## src/source/ntm_matrix_params.svh

```systemverilog
/*
  Width settings for the element-wise modular matrix adder.
  Included by the package, the RTL stages and the testbench.
*/

`ifndef NTM_MATRIX_PARAMS_SVH
`define NTM_MATRIX_PARAMS_SVH

//////////////////////////////////////////////////////////////////////
// Widths
//////////////////////////////////////////////////////////////////////

// Data word, also used for the modulo and the matrix sizes
`define NTM_DATA_SIZE 16

// Row and column counters, limits a matrix to 256 by 256
`define NTM_INDEX_SIZE 8

`endif

```

## src/source/ntm_matrix_pkg.sv

```systemverilog
/*
  Types shared by the matrix adder pipeline stages.
  Every stage takes them with a wildcard import in its module header.
*/

`include "ntm_matrix_params.svh"

package ntm_matrix_pkg;

  //////////////////////////////////////////////////////////////////////
  // Scalar types
  //////////////////////////////////////////////////////////////////////

  typedef logic [`NTM_DATA_SIZE-1:0]  data_word_t;
  typedef logic [`NTM_INDEX_SIZE-1:0] index_t;

  //////////////////////////////////////////////////////////////////////
  // Stage payloads
  //////////////////////////////////////////////////////////////////////

  // Job configuration, latched once per matrix
  typedef struct packed {
    logic       operation;  // 0 add, 1 subtract
    data_word_t modulo;
    data_word_t size_i;     // Rows
    data_word_t size_j;     // Columns
  } matrix_config_t;

  // One element's operands out of the capture stage
  typedef struct packed {
    logic       valid;
    data_word_t a_value;
    data_word_t b_value;
  } operand_pair_t;

  // Operand pair with position tags out of the tracker
  typedef struct packed {
    logic       valid;
    data_word_t a_value;
    data_word_t b_value;
    logic       row_end;
    logic       matrix_end;
  } tagged_pair_t;

endpackage

```

## src/source/ntm_matrix_pair_capture.sv

```systemverilog
/*
  First pipeline stage of the matrix adder.
  Holds A and B separately until both have arrived, then issues one pair.
*/

`timescale 1ns/1ps

`include "ntm_matrix_params.svh"

module ntm_matrix_pair_capture
  import ntm_matrix_pkg::*;
(
  input  logic                      CLK,
  input  logic                      RST,
  input  logic [`NTM_DATA_SIZE-1:0] DATA_A_IN,
  input  logic [`NTM_DATA_SIZE-1:0] DATA_B_IN,
  input  logic                      DATA_A_IN_ENABLE,
  input  logic                      DATA_B_IN_ENABLE,
  output operand_pair_t             pair_stage
);

  //////////////////////////////////////////////////////////////////////
  // Signals
  //////////////////////////////////////////////////////////////////////

  // Pending operands and their held flags
  data_word_t pend_a;
  data_word_t pend_b;
  logic       held_a;
  logic       held_b;

  // Registered pair
  logic       pair_valid_q;
  data_word_t pair_a_q;
  data_word_t pair_b_q;

  logic pair_fire;
  logic capture_a;
  logic capture_b;

  //////////////////////////////////////////////////////////////////////
  // Pairing
  //////////////////////////////////////////////////////////////////////

  // Both sides present, held or strobed now
  assign pair_fire = (held_a | DATA_A_IN_ENABLE) & (held_b | DATA_B_IN_ENABLE);

  // Keep a new operand unless it is consumed this cycle
  // A held operand pairs first, so a new strobe beside it is kept for later
  assign capture_a = DATA_A_IN_ENABLE & (~pair_fire | held_a);
  assign capture_b = DATA_B_IN_ENABLE & (~pair_fire | held_b);

  // Held flags
  always_ff @(posedge CLK or posedge RST) begin
    if (RST) begin
      held_a       <= 1'b0;
      held_b       <= 1'b0;
      pair_valid_q <= 1'b0;
    end else begin
      held_a       <= capture_a | (held_a & ~pair_fire);
      held_b       <= capture_b | (held_b & ~pair_fire);
      pair_valid_q <= pair_fire;
    end
  end

  // Operand storage
  always_ff @(posedge CLK) begin
    if (capture_a) begin
      pend_a <= DATA_A_IN;
    end
    if (capture_b) begin
      pend_b <= DATA_B_IN;
    end
    if (pair_fire) begin
      // Held value wins over the live input
      pair_a_q <= held_a ? pend_a : DATA_A_IN;
      pair_b_q <= held_b ? pend_b : DATA_B_IN;
    end
  end

  // Valid for exactly one cycle
  assign pair_stage = '{valid: pair_valid_q, a_value: pair_a_q, b_value: pair_b_q};

endmodule

```

## src/source/ntm_matrix_index_tracker.sv

```systemverilog
/*
  Second pipeline stage of the matrix adder.
  Latches the job on START, counts rows and columns of incoming pairs,
  and tags the last element of each row and of the matrix.
*/

`timescale 1ns/1ps

`include "ntm_matrix_params.svh"

module ntm_matrix_index_tracker
  import ntm_matrix_pkg::*;
(
  input  logic                      CLK,
  input  logic                      RST,
  input  logic                      START,
  input  logic                      OPERATION,
  input  logic [`NTM_DATA_SIZE-1:0] MODULO_IN,
  input  logic [`NTM_DATA_SIZE-1:0] SIZE_I_IN,
  input  logic [`NTM_DATA_SIZE-1:0] SIZE_J_IN,
  input  operand_pair_t             pair_stage,
  output tagged_pair_t              tagged_stage,
  output matrix_config_t            job_config
);

  //////////////////////////////////////////////////////////////////////
  // Signals
  //////////////////////////////////////////////////////////////////////

  // Job state
  logic   active;
  index_t row_count;
  index_t col_count;

  // Registered tagged pair
  logic       tag_valid_q;
  logic       row_end_q;
  logic       matrix_end_q;
  data_word_t tag_a_q;
  data_word_t tag_b_q;

  logic       start_accept;
  logic       pair_accept;
  logic       last_col;
  logic       last_row;
  data_word_t last_col_index;
  data_word_t last_row_index;

  //////////////////////////////////////////////////////////////////////
  // Position decode
  //////////////////////////////////////////////////////////////////////

  // START only counts while idle
  assign start_accept = START & ~active;

  // Pairs outside a job are dropped here
  assign pair_accept = pair_stage.valid & active;

  assign last_col_index = job_config.size_j - 1'b1;
  assign last_row_index = job_config.size_i - 1'b1;

  // Counters zero-extended to the data width
  assign last_col = (data_word_t'(col_count) == last_col_index);
  assign last_row = (data_word_t'(row_count) == last_row_index);

  //////////////////////////////////////////////////////////////////////
  // Control
  //////////////////////////////////////////////////////////////////////

  always_ff @(posedge CLK or posedge RST) begin
    if (RST) begin
      active       <= 1'b0;
      row_count    <= '0;
      col_count    <= '0;
      tag_valid_q  <= 1'b0;
      row_end_q    <= 1'b0;
      matrix_end_q <= 1'b0;
    end else begin
      tag_valid_q  <= pair_accept;
      row_end_q    <= pair_accept & last_col;
      matrix_end_q <= pair_accept & last_col & last_row;
      if (start_accept) begin
        active    <= 1'b1;
        row_count <= '0;
        col_count <= '0;
      end else if (pair_accept) begin
        if (last_col) begin
          // Wrap to the next row
          col_count <= '0;
          row_count <= row_count + 1'b1;
          // Last element seen, back to idle
          if (last_row) begin
            active <= 1'b0;
          end
        end else begin
          col_count <= col_count + 1'b1;
        end
      end
    end
  end

  // Configuration and operands
  always_ff @(posedge CLK) begin
    if (start_accept) begin
      job_config <= '{operation: OPERATION, modulo: MODULO_IN,
                      size_i: SIZE_I_IN, size_j: SIZE_J_IN};
    end
    if (pair_accept) begin
      tag_a_q <= pair_stage.a_value;
      tag_b_q <= pair_stage.b_value;
    end
  end

  assign tagged_stage = '{valid: tag_valid_q, a_value: tag_a_q, b_value: tag_b_q,
                          row_end: row_end_q, matrix_end: matrix_end_q};

endmodule

```

## src/source/ntm_matrix_modular_addsub.sv

```systemverilog
/*
  Third pipeline stage of the matrix adder.
  Computes (a + b) mod m or (a - b) mod m for each tagged pair and
  drives the registered data output and strobes.
*/

`timescale 1ns/1ps

`include "ntm_matrix_params.svh"

module ntm_matrix_modular_addsub
  import ntm_matrix_pkg::*;
(
  input  logic                      CLK,
  input  logic                      RST,
  input  tagged_pair_t              tagged_stage,
  input  matrix_config_t            job_config,
  output logic [`NTM_DATA_SIZE-1:0] DATA_OUT,
  output logic                      DATA_OUT_I_ENABLE,
  output logic                      DATA_OUT_J_ENABLE,
  output logic                      READY
);

  //////////////////////////////////////////////////////////////////////
  // Signals
  //////////////////////////////////////////////////////////////////////

  // Sum with one carry bit
  logic [`NTM_DATA_SIZE:0] sum_wide;
  logic [`NTM_DATA_SIZE:0] modulo_wide;
  logic [`NTM_DATA_SIZE:0] sum_reduced;

  data_word_t add_result;
  data_word_t sub_result;
  data_word_t result;

  //////////////////////////////////////////////////////////////////////
  // Modular arithmetic
  //////////////////////////////////////////////////////////////////////

  // Add, one conditional subtraction suffices for operands below m
  assign sum_wide    = {1'b0, tagged_stage.a_value} + {1'b0, tagged_stage.b_value};
  assign modulo_wide = {1'b0, job_config.modulo};
  assign sum_reduced = (sum_wide >= modulo_wide) ? (sum_wide - modulo_wide) : sum_wide;
  assign add_result  = sum_reduced[`NTM_DATA_SIZE-1:0];

  // Subtract, wrap by m on borrow
  always_comb begin
    if (tagged_stage.a_value >= tagged_stage.b_value) begin
      sub_result = tagged_stage.a_value - tagged_stage.b_value;
    end else begin
      sub_result = tagged_stage.a_value - tagged_stage.b_value + job_config.modulo;
    end
  end

  assign result = job_config.operation ? sub_result : add_result;

  //////////////////////////////////////////////////////////////////////
  // Output registers
  //////////////////////////////////////////////////////////////////////

  always_ff @(posedge CLK or posedge RST) begin
    if (RST) begin
      DATA_OUT          <= '0;
      DATA_OUT_J_ENABLE <= 1'b0;
      DATA_OUT_I_ENABLE <= 1'b0;
      READY             <= 1'b0;
    end else begin
      // One pulse per element, row and matrix ends ride along
      DATA_OUT_J_ENABLE <= tagged_stage.valid;
      DATA_OUT_I_ENABLE <= tagged_stage.valid & tagged_stage.row_end;
      READY             <= tagged_stage.valid & tagged_stage.matrix_end;
      // Last result holds between elements
      if (tagged_stage.valid) begin
        DATA_OUT <= result;
      end
    end
  end

endmodule

```

## src/source/ntm_matrix_adder.sv

```systemverilog
/*
  Element-wise modular matrix adder, top level.
  Chains operand pairing, index tracking and modular add/subtract,
  three cycles from the later operand strobe to the output strobe.
*/

`timescale 1ns/1ps

`include "ntm_matrix_params.svh"

module ntm_matrix_adder
  import ntm_matrix_pkg::*;
(
  // Global
  input  logic                      CLK,
  input  logic                      RST,

  // Control
  input  logic                      START,
  output logic                      READY,
  input  logic                      OPERATION,

  // Job configuration, sampled with START
  input  logic [`NTM_DATA_SIZE-1:0] MODULO_IN,
  input  logic [`NTM_DATA_SIZE-1:0] SIZE_I_IN,
  input  logic [`NTM_DATA_SIZE-1:0] SIZE_J_IN,

  // Operand streams
  input  logic [`NTM_DATA_SIZE-1:0] DATA_A_IN,
  input  logic                      DATA_A_IN_ENABLE,
  input  logic [`NTM_DATA_SIZE-1:0] DATA_B_IN,
  input  logic                      DATA_B_IN_ENABLE,

  // Result stream
  output logic [`NTM_DATA_SIZE-1:0] DATA_OUT,
  output logic                      DATA_OUT_I_ENABLE,
  output logic                      DATA_OUT_J_ENABLE
);

  //////////////////////////////////////////////////////////////////////
  // Stage links
  //////////////////////////////////////////////////////////////////////

  operand_pair_t  pair_stage;
  tagged_pair_t   tagged_stage;
  matrix_config_t job_config;

  //////////////////////////////////////////////////////////////////////
  // Pipeline
  //////////////////////////////////////////////////////////////////////

  // Stage 1, pairs A with B in arrival order
  ntm_matrix_pair_capture pair_capture (
    .CLK              (CLK),
    .RST              (RST),
    .DATA_A_IN        (DATA_A_IN),
    .DATA_B_IN        (DATA_B_IN),
    .DATA_A_IN_ENABLE (DATA_A_IN_ENABLE),
    .DATA_B_IN_ENABLE (DATA_B_IN_ENABLE),
    .pair_stage       (pair_stage)
  );

  // Stage 2, job control and row/column tags
  ntm_matrix_index_tracker index_tracker (
    .CLK          (CLK),
    .RST          (RST),
    .START        (START),
    .OPERATION    (OPERATION),
    .MODULO_IN    (MODULO_IN),
    .SIZE_I_IN    (SIZE_I_IN),
    .SIZE_J_IN    (SIZE_J_IN),
    .pair_stage   (pair_stage),
    .tagged_stage (tagged_stage),
    .job_config   (job_config)
  );

  // Stage 3, modular result and output strobes
  ntm_matrix_modular_addsub modular_addsub (
    .CLK               (CLK),
    .RST               (RST),
    .tagged_stage      (tagged_stage),
    .job_config        (job_config),
    .DATA_OUT          (DATA_OUT),
    .DATA_OUT_I_ENABLE (DATA_OUT_I_ENABLE),
    .DATA_OUT_J_ENABLE (DATA_OUT_J_ENABLE),
    .READY             (READY)
  );

endmodule

```

## config.mk

```make
export PLATFORM = sky130hd
export DESIGN_NAME = ntm_matrix_adder
export DESIGN_NICKNAME = d
export VERILOG_FILES = /design/src/source/ntm_matrix_pkg.sv /design/src/source/ntm_matrix_pair_capture.sv /design/src/source/ntm_matrix_index_tracker.sv /design/src/source/ntm_matrix_modular_addsub.sv /design/src/source/ntm_matrix_adder.sv
export VERILOG_INCLUDE_DIRS = /design/src /design/src/source
export SDC_FILE = /design/constraint.sdc
export NUM_CORES = 1
export LEC_CHECK = 0
export ABC_AREA = 0
export BUFFER_PORTS_ARGS = -buffer_cell sky130_fd_sc_hd__buf_2
export CORE_MARGIN = 2
export CORE_UTILIZATION = 45
export DETAILED_ROUTE_END_ITERATION = 16
export HOLD_SLACK_MARGIN = 0.03
export SYNTH_ARGS = -nofsm -noshare
export SYNTH_HDL_FRONTEND = slang
export SYNTH_SLANG_ARGS = --single-unit
```

## constraint.sdc

```tcl
create_clock -name CLK -period 8.6 [get_ports CLK]
set_input_delay 0 -clock CLK [delete_from_list [all_inputs] [get_ports CLK]]
set_output_delay 0 -clock CLK [all_outputs]
set_load 0.02 [all_outputs]
```

# Word level (Yosys, flattened, before mapping)
# Cells that the tools add are included.
[totals]
ram_bits = 0
mem_bits_ro = 0
elab_cells = 74
in_bits = 86
mem_count = 0
out_inout_bits = 19
ff_bits = 187
latch_bits = 0
[op_classes]
eq_ne = 2
reduce_logical = 5
mux = 15
bitwise = 19
order_cmp = 2
shift = 0
n_mul = 0
add_sub_neg = 8
div_mod_pow = 0
[ops]
columns = ["operator", "n"]
rows = [
  ["$mux W16", 5],
  ["$mux W8", 6],
  ["$eq A8 B16 Y1", 2],
  ["$sub A16 B1 Y16 const B", 2],
  ["$sub A16 B16 Y16", 2],
  ["$add A16 B16 Y17", 1],
  ["$ge A17 B16 Y1", 1],
  ["$add A16 B16 Y16", 1],
  ["$add A8 B1 Y8 const B", 2],
  ["$ge A16 B16 Y1", 1],
  ["$and A1 B1 Y1", 11],
  ["$or A1 B1 Y1", 6],
  ["$reduce_bool A2 Y1", 3],
  ["$mux W1", 4],
  ["$reduce_and A3 Y1", 1],
  ["$not A1 Y1", 2],
  ["$reduce_and A2 Y1", 1],
]

# Longest topological paths before layout
# Gate-level depths: netlist (run 1).
[depth]
ltp_word = 6
mapped_depth = 20
ltp_nobuf = 20

# Cells and area by module
# From an unflattened synthesis (run 1), not the netlist that was laid out.
[unflattened]
cells_unflattened = 962
area_unflattened_um2 = 11073.1
[modules_own_cells]
columns = ["module", "n_inst", "cells_each", "seq_area_each_um2", "area_per_inst_um2"]
rows = [
  ["ntm_matrix_modular_addsub", 1, 552, 475.5, 4324.1],
  ["ntm_matrix_index_tracker", 1, 298, 2932.8, 4209.0],
  ["ntm_matrix_pair_capture", 1, 112, 1996.9, 2539.9],
]

# Worst setup path after synthesis (run 1)
# OpenSTA, ideal clock, no wires.
[synth_timing]
path_type = "reg2reg"
start = "reg index_tracker.tag_b_q[0]"
end = "reg modular_addsub.DATA_OUT[13]"
arrival_time_ns = 4.331
path_buffers = 0
setup_time_ns = 0.126
slack_ns = 4.142
required_ns = 8.474
path_stages_with_launch = 18
synth_period_minus_slack_ns = 4.458
cell_sequence = "edfxtp_1 ha_1 fa_1 nor2b_1 o21ai_0 nand3_1 a31oi_1 o31ai_1 xnor2_1 ha_1 nand4_1 o41ai_1 or2_2 o31ai_1 o21a_1 nand2_1 mux2_2 a221o_1"
[synth_between]
elab_chain_len = 4
word_cells_on_any_way = 9
cone_classes = "4 x add/sub; 2 x order compare; 3 x mux"
[synth_lines]
columns = ["item", "line_no", "text"]
rows = [
  ["start: declaration", "ntm_matrix_index_tracker.sv:40", "data_word_t tag_b_q;"],
  ["start signal: assignment", "ntm_matrix_index_tracker.sv:110", "tag_b_q <= pair_stage.b_value;"],
  ["$add A16 B16 Y17 / $sub A16 B16 Y16 (equally long branches)", "ntm_matrix_modular_addsub.sv:42, ntm_matrix_modular_addsub.sv:50, ntm_matrix_modular_addsub.sv:52", ""],
  ["$sub A16 B16 Y16 (tied with other cells)", "ntm_matrix_modular_addsub.sv:44", "assign sum_reduced = (sum_wide >= modulo_wide) ? (sum_wide - modulo_wide) : sum_wide;"],
  ["$mux W16 (on tied branches)", "ntm_matrix_modular_addsub.sv:44, ntm_matrix_modular_addsub.sv:49", ""],
  ["$mux W16 *", "ntm_matrix_modular_addsub.sv:56", "assign result = job_config.operation ? sub_result : add_result;"],
  ["end signal: assignment", "ntm_matrix_modular_addsub.sv:75", "DATA_OUT <= result;"],
  ["end: declaration", "ntm_matrix_modular_addsub.sv:18", "output logic [`NTM_DATA_SIZE-1:0] DATA_OUT,"],
]
# Every way passes the cells marked *; elsewhere a longest branch is shown, timed or not.
# A chain may end at the register's enable or synchronous reset.

# Worst setup path in the final report (run 1)
[layout_timing]
start = "reg index_tracker.tag_b_q[0]"
end = "reg modular_addsub.DATA_OUT[4]"
# The elaborated chain is that of the path after synthesis.

==> out/results.txt, run 1 <==
Outcome - completed
Post-cts resize count - 0
Syn avg cell area - 11.14 µm²
Post-route antenna net violation count - 0
Power Dens Cells - 264.5 mW/mm²
Top FF cell, synth - edfxtp_1
Chip width - 158.9 µm
Seq pwr share - 0.344
Final setup violation count - 0
1st-iter DRT viols - 378
Setup TNS - 0 ps
Core area - 0.02347 mm²
Vias - 7901
Initial Util - 0.4597
Average via count per standard cell - 5.317
Mapped Cells - 969
Final worst path period share - 0.5969
Crit Path Class - register to register
Worst-Margin Slew - 758.4 ps
Synth Cell Area - 0.01079 mm²
DP HPWL - 17570 µm
Worst vdd rail ir drop - 0.1362 mV
Layout cells sized above 1 - 0.1714
Syn_nets - 1126
Syn-to-layout area delta - 21.28%
R2r setup slk - 3470 ps
CP required - 8960 ps
Syn. warnings - 0
Row count - 56
Antenna violations before repair - 0
Worst-Skew Late Latency - 450 ps
Comb power frac - 0.417
Port Buffer Count - 104
Post-Route WL - 24120 µm
Grt total ovfl - 0
Data arrival, critical path - 5490 ps
Pre-antenna DRT Iters - 5
First-pass GRT wire length - 39170 µm
Hold Path Sink - index_tracker.col_count[2]
Hold crit path type - input pin to register
Final hold vios - 0
CP Launch Type - register
Post-route DRC - 0
DR WL/cell - 16.23 µm
Vias in the first global route - 7699
Reg clk slew, reported paths - 80 ps
Die height - 158.9 µm
R2R depth - 17
Routability cong. - 0.8909
Largest net degree at the start of global routing - 59
Core Util, Final - 0.5575
Antenna diodes - 0
Max-cap violation count - 0
Fin Clk Skew - 22.09 ps
Synth cell types - 78
EDFF count, synth - 145
Switching share of power - 0.3855
Final worst setup slack - 3467 ps
Overall routing resource usage - 0.1932
# clock sinks - 187
H-Tree Depth - 4
Cts bufs inserted - 17
Cell internal pwr - 2.127 mW
Fin crit period - 5133 ps
Setup crit end kind - register
Part of the power in the clock network - 0.239
Worst Path Max Fanout - 6
Reg2reg start - index_tracker.tag_b_q[0]
Leakage - 5.305 nW
Async SR Flop Fraction - 0.2246
RSZ-0062 raised after global routing - no
Worst hold stages - 4
Max Root-Sink Buffers - 2
FF-to-FF End - modular_addsub.DATA_OUT[4]
CTS root buffer - clkbuf_16
Critical Path Source - index_tracker.tag_b_q[0]
Relative slew margins - 0.4944
Final #Nets - 1311
Die area - 0.02523 mm²
I/O pin cnt - 105
Place WS - 3456 ps
Yosys reg bits - 187
Hold Startpoint - START
CTS tree - built
Net Sw Power - 1.335 mW
Fmax - 194.8 MHz
Max-slew violations - 0
Register area share after synthesis - 0.5009
==> logic make-up after synthesis <==
family          synth area share
simple gates              0.1292
fa+ha+maj                0.08604
xor+xnor                 0.05438
buf+inv                  0.03548
compound gates            0.1420
mux                      0.05195
flops                     0.5009
==> routing by layer <==
layer  part of all wire  global-route usage
met1               0.51              0.2808
met2               0.44              0.3005
met3              0.037             0.02952
met4              0.014             0.05620
met5                  0                   0
==> power by group through the flow <==
| stage | Clock (mW) | Combinational (mW) | Sequential, mW |
|---|---|---|---|
| global placement | 0 | 1.38 | 1.21 |
| global route | 0.880 | 1.59 | 1.21 |
| floorplan | 0 | 1.02 | 1.23 |
| CTS | 0.847 | 1.43 | 1.19 |
| finish | 0.827 | 1.44 | 1.19 |
| detailed placement | 0 | 1.39 | 1.21 |
==> sequential cells by signal, indices dropped and copies added, names as in the netlist <==
signal,flops
index_tracker.row_end_q,1
pair_capture.pend_b,16
pair_capture.pair_b_q,16
pair_capture.pair_valid_q,1
index_tracker.job_config,49
index_tracker.matrix_end_q,1
index_tracker.active,1
pair_capture.pair_a_q,16
index_tracker.tag_b_q,16
index_tracker.row_count,8
modular_addsub.DATA_OUT_J_ENABLE,1
index_tracker.tag_a_q,16
modular_addsub.DATA_OUT_I_ENABLE,1
pair_capture.held_b,1
pair_capture.pend_a,16
index_tracker.tag_valid_q,1
modular_addsub.READY,1
index_tracker.col_count,8
pair_capture.held_a,1
modular_addsub.DATA_OUT,16
==> area by class of cell <==
cell class / count / area (µm²)
Sequential cell: 187 / 5405
Clock buffer: 17 / 425.4
Fill cell: 1990 / 10390
Multi-Input combinational cell: 689 / 5005
Inverter: 65 / 244.0
Timing Repair Buffer: 194 / 1406
Tap cell: 319 / 399.1
Clock inverter: 15 / 201.4
==> timing repair <==
action	CTS	global route
hold endpoints to repair	157	0
hold buffers	84	0
setup buffers	0	0
==> cell usage after synthesis, types with 5 or more instances <==
cell type	instances	area [µm²]
o21bai_1	9	67.56
or3_1	5	31.28
a21oi_1	52	260.3
o2bb2ai_1	6	52.55
o21a_1	13	97.59
or4_1	5	37.54
a21o_1	13	97.59
nand4_1	12	75.07
and3_1	10	62.56
mux2i_1	11	110.1
clkbuf_1	23	86.33
nor2b_1	12	75.07
nand2_1	48	180.2
nor2_1	72	270.3
nor4_1	8	50.05
a31oi_1	9	56.30
o211ai_1	10	75.07
nor3_1	34	170.2
nand2b_1	12	75.07
o31ai_1	9	67.56
dfrtp_1	42	1051
mux2_2	40	450.4
xnor2_1	37	324.1
nand3_1	26	130.1
a211oi_1	12	90.09
o21ai_0	45	225.2
ha_1	67	838.3
inv_1	64	240.2
xor2_1	30	262.8
edfxtp_1	145	4354
==> through the flow <==
stage | hold WS [ps] | power [mW] | instances | cell area (µm²)
2_1_floorplan | 98.87 | 2.248 | 969 | 10790
3_3_place_gp | 176.3 | 2.591 | 1370 | 11620
3_5_place_dp | 178.1 | 2.603 | 1370 | 11620
4_1_cts | 52.23 | 3.468 | 1486 | 13090
5_1_grt | 88.76 | 3.680 | 1486 | 13090
6_report | 79.90 | 3.462 | 1486 | 13090
==> worst max-delay path, cell delays in order, from the launching register on <==
cell and delay (ps):
edfxtp_1 400, ha_1 240, fa_1 400, nor2b_1 160, o21ai_0 410, nand3_1 190, a31oi_1 310, o31ai_1 120
xnor2_1 170, ha_1 360, nand4_1 150, o41ai_1 500, or2_2 190, o31ai_1 90, o21ai_0 550, nor2_1 290
o311a_1 420, o2bb2ai_1 130
==> placed cells by master (no fill, tap or decap), types with 4 or more instances in the layout <==
cell type / instances
nor3_1: 34
xnor2_1: 37
o22ai_1: 4
clkinv_8: 4
mux2_2: 40
o211ai_1: 10
o31ai_1: 9
o2bb2ai_1: 6
nand2b_1: 12
o21ai_0: 45
nand3_1: 26
or3_1: 5
a2111oi_0: 4
nand2_1: 48
a211oi_1: 12
ha_1: 67
nand3b_1: 4
dfrtp_1: 42
dlygate4sd3_1: 84
nor4_1: 8
a21o_1: 13
nor2b_1: 12
o21a_1: 13
inv_1: 62
buf_4: 6
a31oi_1: 9
a21oi_1: 52
buf_2: 104
and3_1: 10
clkbuf_16: 17
nor2_1: 71
o21bai_1: 9
mux2i_1: 11
fa_1: 4
nand4_1: 12
xor2_1: 30
or4_1: 5
edfxtp_1: 145
==> worst max path at each step <==
stage                     cells past startpoint                           to  slack (ps)
after CTS                                    17  modular_addsub.DATA_OUT[13]        3440
after detailed placement                     17  modular_addsub.DATA_OUT[13]        3460
final                                        17   modular_addsub.DATA_OUT[4]        3470
after floorplan                              17  modular_addsub.DATA_OUT[13]        4140
after global placement                       17  modular_addsub.DATA_OUT[13]        3610
after global routing                         17  modular_addsub.DATA_OUT[13]        3090
No activity file was read; power rests on OpenSTA's default activity.
==> run 2, diff against run 1 <==
==> constraint.sdc (replaced) <==
create_clock -name CLK -period 4.9 [get_ports CLK]
set_input_delay 0 -clock CLK [delete_from_list [all_inputs] [get_ports CLK]]
set_output_delay 0 -clock CLK [all_outputs]
set_load 0.02 [all_outputs]
==> out/results.txt, run 2 (same netlist as run 1, synthesis figures left out) <==
Post-Route WL - 24500 µm (+1.5%)
1st-iter DRT viols - 521 (+38%)
Relative slew margins - 0.4652 (-0.02923)
Chip width - 158.9 µm (unchanged)
Row count - 56 (unchanged)
FF-to-FF End - modular_addsub.DATA_OUT[13]
Reg clk slew, reported paths - 80 ps (about the same)
Commonest non-fill, non-tap cells in the layout - edfxtp_1 (145), buf_2 (104), dlygate4sd3_1 (85)
Routability cong. - 0.8772 (-1.5%)
Fin Clk Skew - 16.68 ps (-5.406 ps)
CTS root buffer - clkbuf_16
Core area - 0.02347 mm² (unchanged)
Worst-Skew Late Latency - 440 ps (about the same)
Fmax - 217.3 MHz (+12%)
First-pass GRT wire length - 39860 µm (+1.8%)
Post-route DRC - 0 (unchanged)
Power Dens Cells - 464.1 mW/mm² (+75%)
Post-CTS setup buffers - 0 (unchanged)
CTS tree - built
Final Cell Area - 0.01322 mm² (+1.0%)
Grt total ovfl - 0 (unchanged)
Outcome - completed
R2R depth - 16 (-1)
Vias - 7946 (+0.57%)
Placement Cell Area - 0.01170 mm² (+0.71%)
Die height - 158.9 µm (unchanged)
Reg2reg start - index_tracker.tag_a_q[2]
# clock sinks - 187 (unchanged)
CP max stage delay - 470 ps (-80 ps)
Setup crit end kind - register
Core Util, Final - 0.5632 (+0.005650)
Data arrival, critical path - 4920 ps (-570 ps)
Filler cells - 1977 (-0.65%)
Max-slew violations - 0 (unchanged)
Worst Path Max Fanout - 9 (+3)
I/O pin cnt - 105 (unchanged)
Leakage - 5.384 nW (+1.5%)
Average via count per standard cell - 5.304 (-0.24%)
CP Launch Type - register
Syn-to-layout area delta - 22.51%
Setup TNS - 0 ps (unchanged)
Largest net degree at the start of global routing - 43 (-27%)
Layout cells sized above 1 - 0.1832 (+0.01183)
Antenna violations before repair - 0 (unchanged)
R2r setup slk - 300 ps (-3170 ps)
Worst-Margin Slew - 802.3 ps (+43.84 ps)
H-Tree Depth - 4 (unchanged)
Port Buffer Count - 104 (unchanged)
Antenna diodes - 0 (unchanged)
Hold Path Sink - index_tracker.row_count[4]
Pre-antenna DRT Iters - 6 (+1)
Worst vdd rail ir drop - 0.1974 mV (+45%)
Final setup violation count - 0 (unchanged)
Number of flip-flops in the largest register - 49 (unchanged)
Cts bufs inserted - 17 (unchanged)
Hold crit path type - input pin to register
Final hold vios - 0 (unchanged)
DR WL/cell - 16.35 µm (+0.73%)
Post-route antenna net violation count - 0 (unchanged)
RSZ-0062 raised after global routing - no
Final #Nets - 1323 (+0.92%)
CP required - 5220 ps (-3740 ps)
Vias in the first global route - 7667 (-0.42%)
Max Root-Sink Buffers - 2 (unchanged)
Slowest cell on crit path - ha_1
Leading cell type in the layout, fill and taps excluded - edfxtp_1
Cell Chain, Critical Path - ha_1 -> nor3b_1 -> o31ai_1 -> nand3_1 -> a31oi_2 -> mux2i_1 -> nand3_1 -> ha_1 -> nand4_1 -> o41ai_4 -> or2_2 -> o31ai_1 -> o21a_1 -> nand2_1 -> mux2_2 -> a221o_1
Crit Path Class - register to register
Final worst setup slack - 298.8 ps (-3168 ps)
Largest Register - index_tracker.job_config
Initial Util - 0.4597 (unchanged)
DP HPWL - 17910 µm (+1.9%)
Multi-input logic area - 0.005047 mm² (+0.85%)
Fin crit period - 4601 ps (-532.0 ps)
Hold Startpoint - START
Place WS - 144.4 ps (-3312 ps)
Overall routing resource usage - 0.1971 (+0.003916)
Die area - 0.02523 mm² (unchanged)
Worst hold stages - 4 (unchanged)
Max-cap violation count - 0 (unchanged)
Register Area - 0.005405 mm² (unchanged)
Final worst path period share - 0.9390 (+0.3421)
[run 2: worst max-delay path: cells and delay by family (launching register included)]
| kind | cells | cell delay, ps |
|---|---|---|
| AO/OA/AOI/OAI | 6 | 1770 |
| adder cells (fa/ha/maj) | 2 | 860 |
| flip-flops | 1 | 390 |
| AND/OR/NAND/NOR | 6 | 910 |
| multiplexers | 2 | 560 |
[run 2: what timing repair did]
| item | in CTS | in global routing |
|---|---|---|
| endpoints found under the hold margin | 157 | 0 |
| endpoints found under the setup margin | 0 | 14 |
| hold buffers | 85 | 0 |
| gates resized for setup | 0 | 6 |
[run 2: how the worst max path moves through the flow]
stage	start	to
after floorplan	index_tracker.tag_b_q[0]	modular_addsub.DATA_OUT[13]
after global placement	index_tracker.tag_a_q[2]	modular_addsub.DATA_OUT[13]
after detailed placement	index_tracker.tag_a_q[2]	modular_addsub.DATA_OUT[13]
after CTS	index_tracker.tag_a_q[2]	modular_addsub.DATA_OUT[13]
after global routing	index_tracker.tag_a_q[2]	modular_addsub.DATA_OUT[9]
final	index_tracker.tag_a_q[2]	modular_addsub.DATA_OUT[13]
[run 2: report_power, final]
group | total, mW | switching [mW] | internal (mW)
clock | 1.44 | 0.728 | 0.711
combinational | 2.61 | 1.48 | 1.13
sequential | 2.09 | 0.140 | 1.95
[run 2: final cells by class]
cell class	instances	area share
tap	319	0.03019
multi-input combinational	689	0.3818
sequential	187	0.4089
clock buffer	17	0.03218
timing repair buffer	206	0.1134
clock inverter	15	0.01505
inverter	65	0.01846
[run 2: metrics by stage]
stage / instances / hold WS (ps) / total power, mW
2_1_floorplan: 969 / 98.87 / 3.946
3_3_place_gp: 1381 / 176.3 / 4.613
3_5_place_dp: 1381 / 178.1 / 4.617
4_1_cts: 1498 / 84.01 / 6.136
5_1_grt: 1498 / 132.9 / 6.534
6_report: 1498 / 114.8 / 6.136
[run 2: layer usage]
metal  vias to the layer above  GRT usage  wire length [µm]
met1                      3703     0.2926             12480
met2                       197     0.2961             10680
li1                       4019          -                 -
met5                         -          0                 0
met4                         0    0.06322               383
met3                        27    0.03083               953
==> run 3, diff against run 2 <==
--- a/config.mk
+++ b/config.mk
@@ -8,10 +8,12 @@
 export LEC_CHECK = 0
 export ABC_AREA = 0
 export BUFFER_PORTS_ARGS = -buffer_cell sky130_fd_sc_hd__buf_2
+export CAP_MARGIN = 20
 export CORE_MARGIN = 2
 export CORE_UTILIZATION = 45
 export DETAILED_ROUTE_END_ITERATION = 16
 export HOLD_SLACK_MARGIN = 0.03
 export SYNTH_ARGS = -nofsm -noshare
 export SYNTH_HDL_FRONTEND = slang
+export SYNTH_HIERARCHICAL = 1
 export SYNTH_SLANG_ARGS = --single-unit
==> out/results.txt, run 3 <==
Outcome - completed
Post-synth top area share - 0.3932 (-0.01030)
Power, Total - 6.093 mW (-0.70%)
Syn. warnings - 6 (+6)
Top-count cell post-synth - edfxtp_1
Critical Path Source - index_tracker/tag_a_q[4]
Worst-Skew Late Latency - 440 ps (about the same)
Routability cong. - 0.8619 (-1.7%)
Register area share after synthesis - 0.4881 (-0.01279)
Relative slew margins - 0.3938 (-0.07139)
Final #Nets - 1297 (-2.0%)
Largest Register - index_tracker/job_config
Mapped Cells - 962 (-0.72%)
Chip width - 160.9 µm (+1.3%)
RSZ-0062 raised after global routing - no
Row count - 57 (+1.8%)
DR WL/cell - 16.13 µm (-1.3%)
Power Dens Cells - 459.6 mW/mm² (-0.98%)
Core area - 0.02425 mm² (+3.3%)
Grt total ovfl - 0 (unchanged)
Max-cap violation count - 0 (unchanged)
Post-Route WL - 23830 µm (-2.7%)
Final hold vios - 0 (unchanged)
DP HPWL - 17190 µm (-4.0%)
Crit Path Class - register to register
Largest net degree at the start of global routing - 57 (+33%)
Fin crit period - 4448 ps (-153.3 ps)
Met2 usage - 0.2971 (+0.0009635)
Die area - 0.02588 mm² (+2.6%)
EDFF count, synth - 145 (unchanged)
Syn-to-layout area delta - 19.72%
Data arrival, critical path - 4770 ps (-150 ps)
# clock sinks - 187 (unchanged)
First-pass GRT wire length - 38390 µm (-3.7%)
Synth cell types - 96 (+23%)
Final worst path period share - 0.9077 (-0.03129)
Most instantiated cells after synthesis - edfxtp_1 (145), ha_1 (67), inv_1 (64)
Yosys reg bits - 187 (unchanged)
Leakage - 5.347 nW (-0.68%)
CTS root buffer - clkbuf_16
Average via count per standard cell - 5.327 (+0.43%)
Max Root-Sink Buffers - 2 (unchanged)
Pre-antenna DRT Iters - 5 (-1)
Met3 GRT Util - 0.02944 (-0.001383)
Synth top area cells - edfxtp_1 (39%), dfrtp_1 (9.5%), ha_1 (7.6%)
Setup crit end kind - register
Top FF cell, synth - edfxtp_1
Vias - 7868 (-0.98%)
Final Cell Area - 0.01326 mm² (+0.28%)
Leading cell type in the layout, fill and taps excluded - edfxtp_1
I/O pin cnt - 105 (unchanged)
Worst Path Max Fanout - 27 (+18)
Antenna violations before repair - 0 (unchanged)
Synth Cell Area - 0.01107 mm² (+2.6%)
Post-route antenna net violation count - 0 (unchanged)
Layout cells sized above 1 - 0.1839 (+0.0006621)
Reg clk slew, reported paths - 80 ps (about the same)
CP Launch Type - register
Async SR Flop Fraction - 0.2246 (unchanged)
Worst-Margin Slew - 909.4 ps (+107.1 ps)
Reg2reg start - index_tracker/tag_a_q[4]
Finished Layout Cells - 1477 (-1.4%)
WHS - 49.71 ps (-65.10 ps)
CP required - 5220 ps (about the same)
Most Crowded Layer GR - met2
H-Tree Depth - 4 (unchanged)
Fin Clk Skew - 19.79 ps (+3.106 ps)
Post-route DRC - 0 (unchanged)
Vias in the first global route - 7477 (-2.5%)
Dpl cells - 1360 (-1.5%)
Syn avg cell area - 11.51 µm² (+3.4%)
Placement Cell Area - 0.01177 mm² (+0.55%)
Hold crit path type - input pin to async pin
CTS tree - built
Commonest non-fill, non-tap cells in the layout - edfxtp_1 (145), buf_2 (104), dlygate4sd3_1 (85)
Worst vdd rail ir drop - 0.2965 mV (+50%)
Final setup violation count - 0 (unchanged)
Syn_nets - 1119 (-0.62%)
Initial Util - 0.4567 (-0.003045)
Post-cts resize count - 0 (unchanged)
Setup TNS - 0 ps (unchanged)
Synth area leader - edfxtp_1
Antenna diodes - 0 (unchanged)
Fmax - 224.8 MHz (+3.4%)
Number of flip-flops in the largest register - 49 (unchanged)
Met1 Usage GRT - 0.2656 (-0.02703)
Die height - 160.9 µm (+1.3%)
Overall routing resource usage - 0.1865 (-0.01059)
1st-iter DRT viols - 363 (-30%)
Port Buffer Count - 104 (unchanged)
Max-slew violations - 0 (unchanged)
Cts bufs inserted - 17 (unchanged)
## run 3: what timing repair did
item,4_1_cts,5_1_grt
setup endpoints to repair,0,0
hold buffers,85,0
setup buffers,0,0
endpoints found under the hold margin,159,0
## run 3: kinds of logic after synthesis
| kind of cell | count (synthesis) | share of synthesized area |
|---|---|---|
| buffers and inverters | 100 | 0.04644 |
| adders and majority gates | 73 | 0.08497 |
| muxes | 55 | 0.05955 |
| AOI/OAI and AO/OA | 218 | 0.1390 |
| xor gates and xnor gates | 70 | 0.05537 |
| DFF | 187 | 0.4881 |
| and+or+nand+nor | 259 | 0.1266 |
## run 3: layer usage
layer,routed length (µm),up-vias
met4,332,0
li1,-,3949
met2,10810,154
met3,813,19
met5,0,-
met1,11870,3746
## run 3: area by class of cell
class / count / area, µm²
Inverter: 66 / 247.7
Sequential cell: 187 / 5405
Fill cell: 2103 / 10990
Tap cell: 324 / 405.4
Clock buffer: 17 / 425.4
Multi-Input combinational cell: 675 / 5156
Timing Repair Buffer: 193 / 1401
Clock inverter: 15 / 215.2
## run 3: power breakdown
group | switching, mW | internal (mW)
sequential | 0.149 | 1.94
clock | 0.703 | 0.749
combinational | 1.43 | 1.12
## run 3: final timing paths
path | cells past startpoint | slack [ps] | end
worst max-delay path | 17 | 450 | modular_addsub/DATA_OUT[2]
worst min-delay path | 3 | 50 | pair_capture/held_a
worst max register to register | 17 | 450 | modular_addsub/DATA_OUT[2]
worst min register to register | 0 | 420 | index_tracker/tag_a_q[1]
max in group asynchronous | 3 | 4080 | modular_addsub/DATA_OUT[7]
min in group CLK | 2 | 270 | index_tracker/job_config[31]
## run 3: per-stage QoR
step / setup slack, ps / util
2_1_floorplan: 914.2 / -
3_3_place_gp: 578.2 / 0.4852
3_5_place_dp: 468.2 / 0.4852
4_1_cts: 455.5 / 0.5467
5_1_grt: 128.5 / 0.5467
6_report: 452.1 / 0.5467
## run 3: worst max-delay path, cell delays in order, from the launching register on
cell	delay, ps
edfxtp_1	390
ha_1	520
or2b_1	280
a21oi_1	140
a211oi_1	90
a221o_1	400
o21ai_0	210
a21oi_1	110
or2_2	300
ha_1	340
nand3_1	120
nor3_1	70
a221o_1	350
a311oi_4	190
buf_4	330
mux2i_1	240
nor2_1	60
o22a_1	190
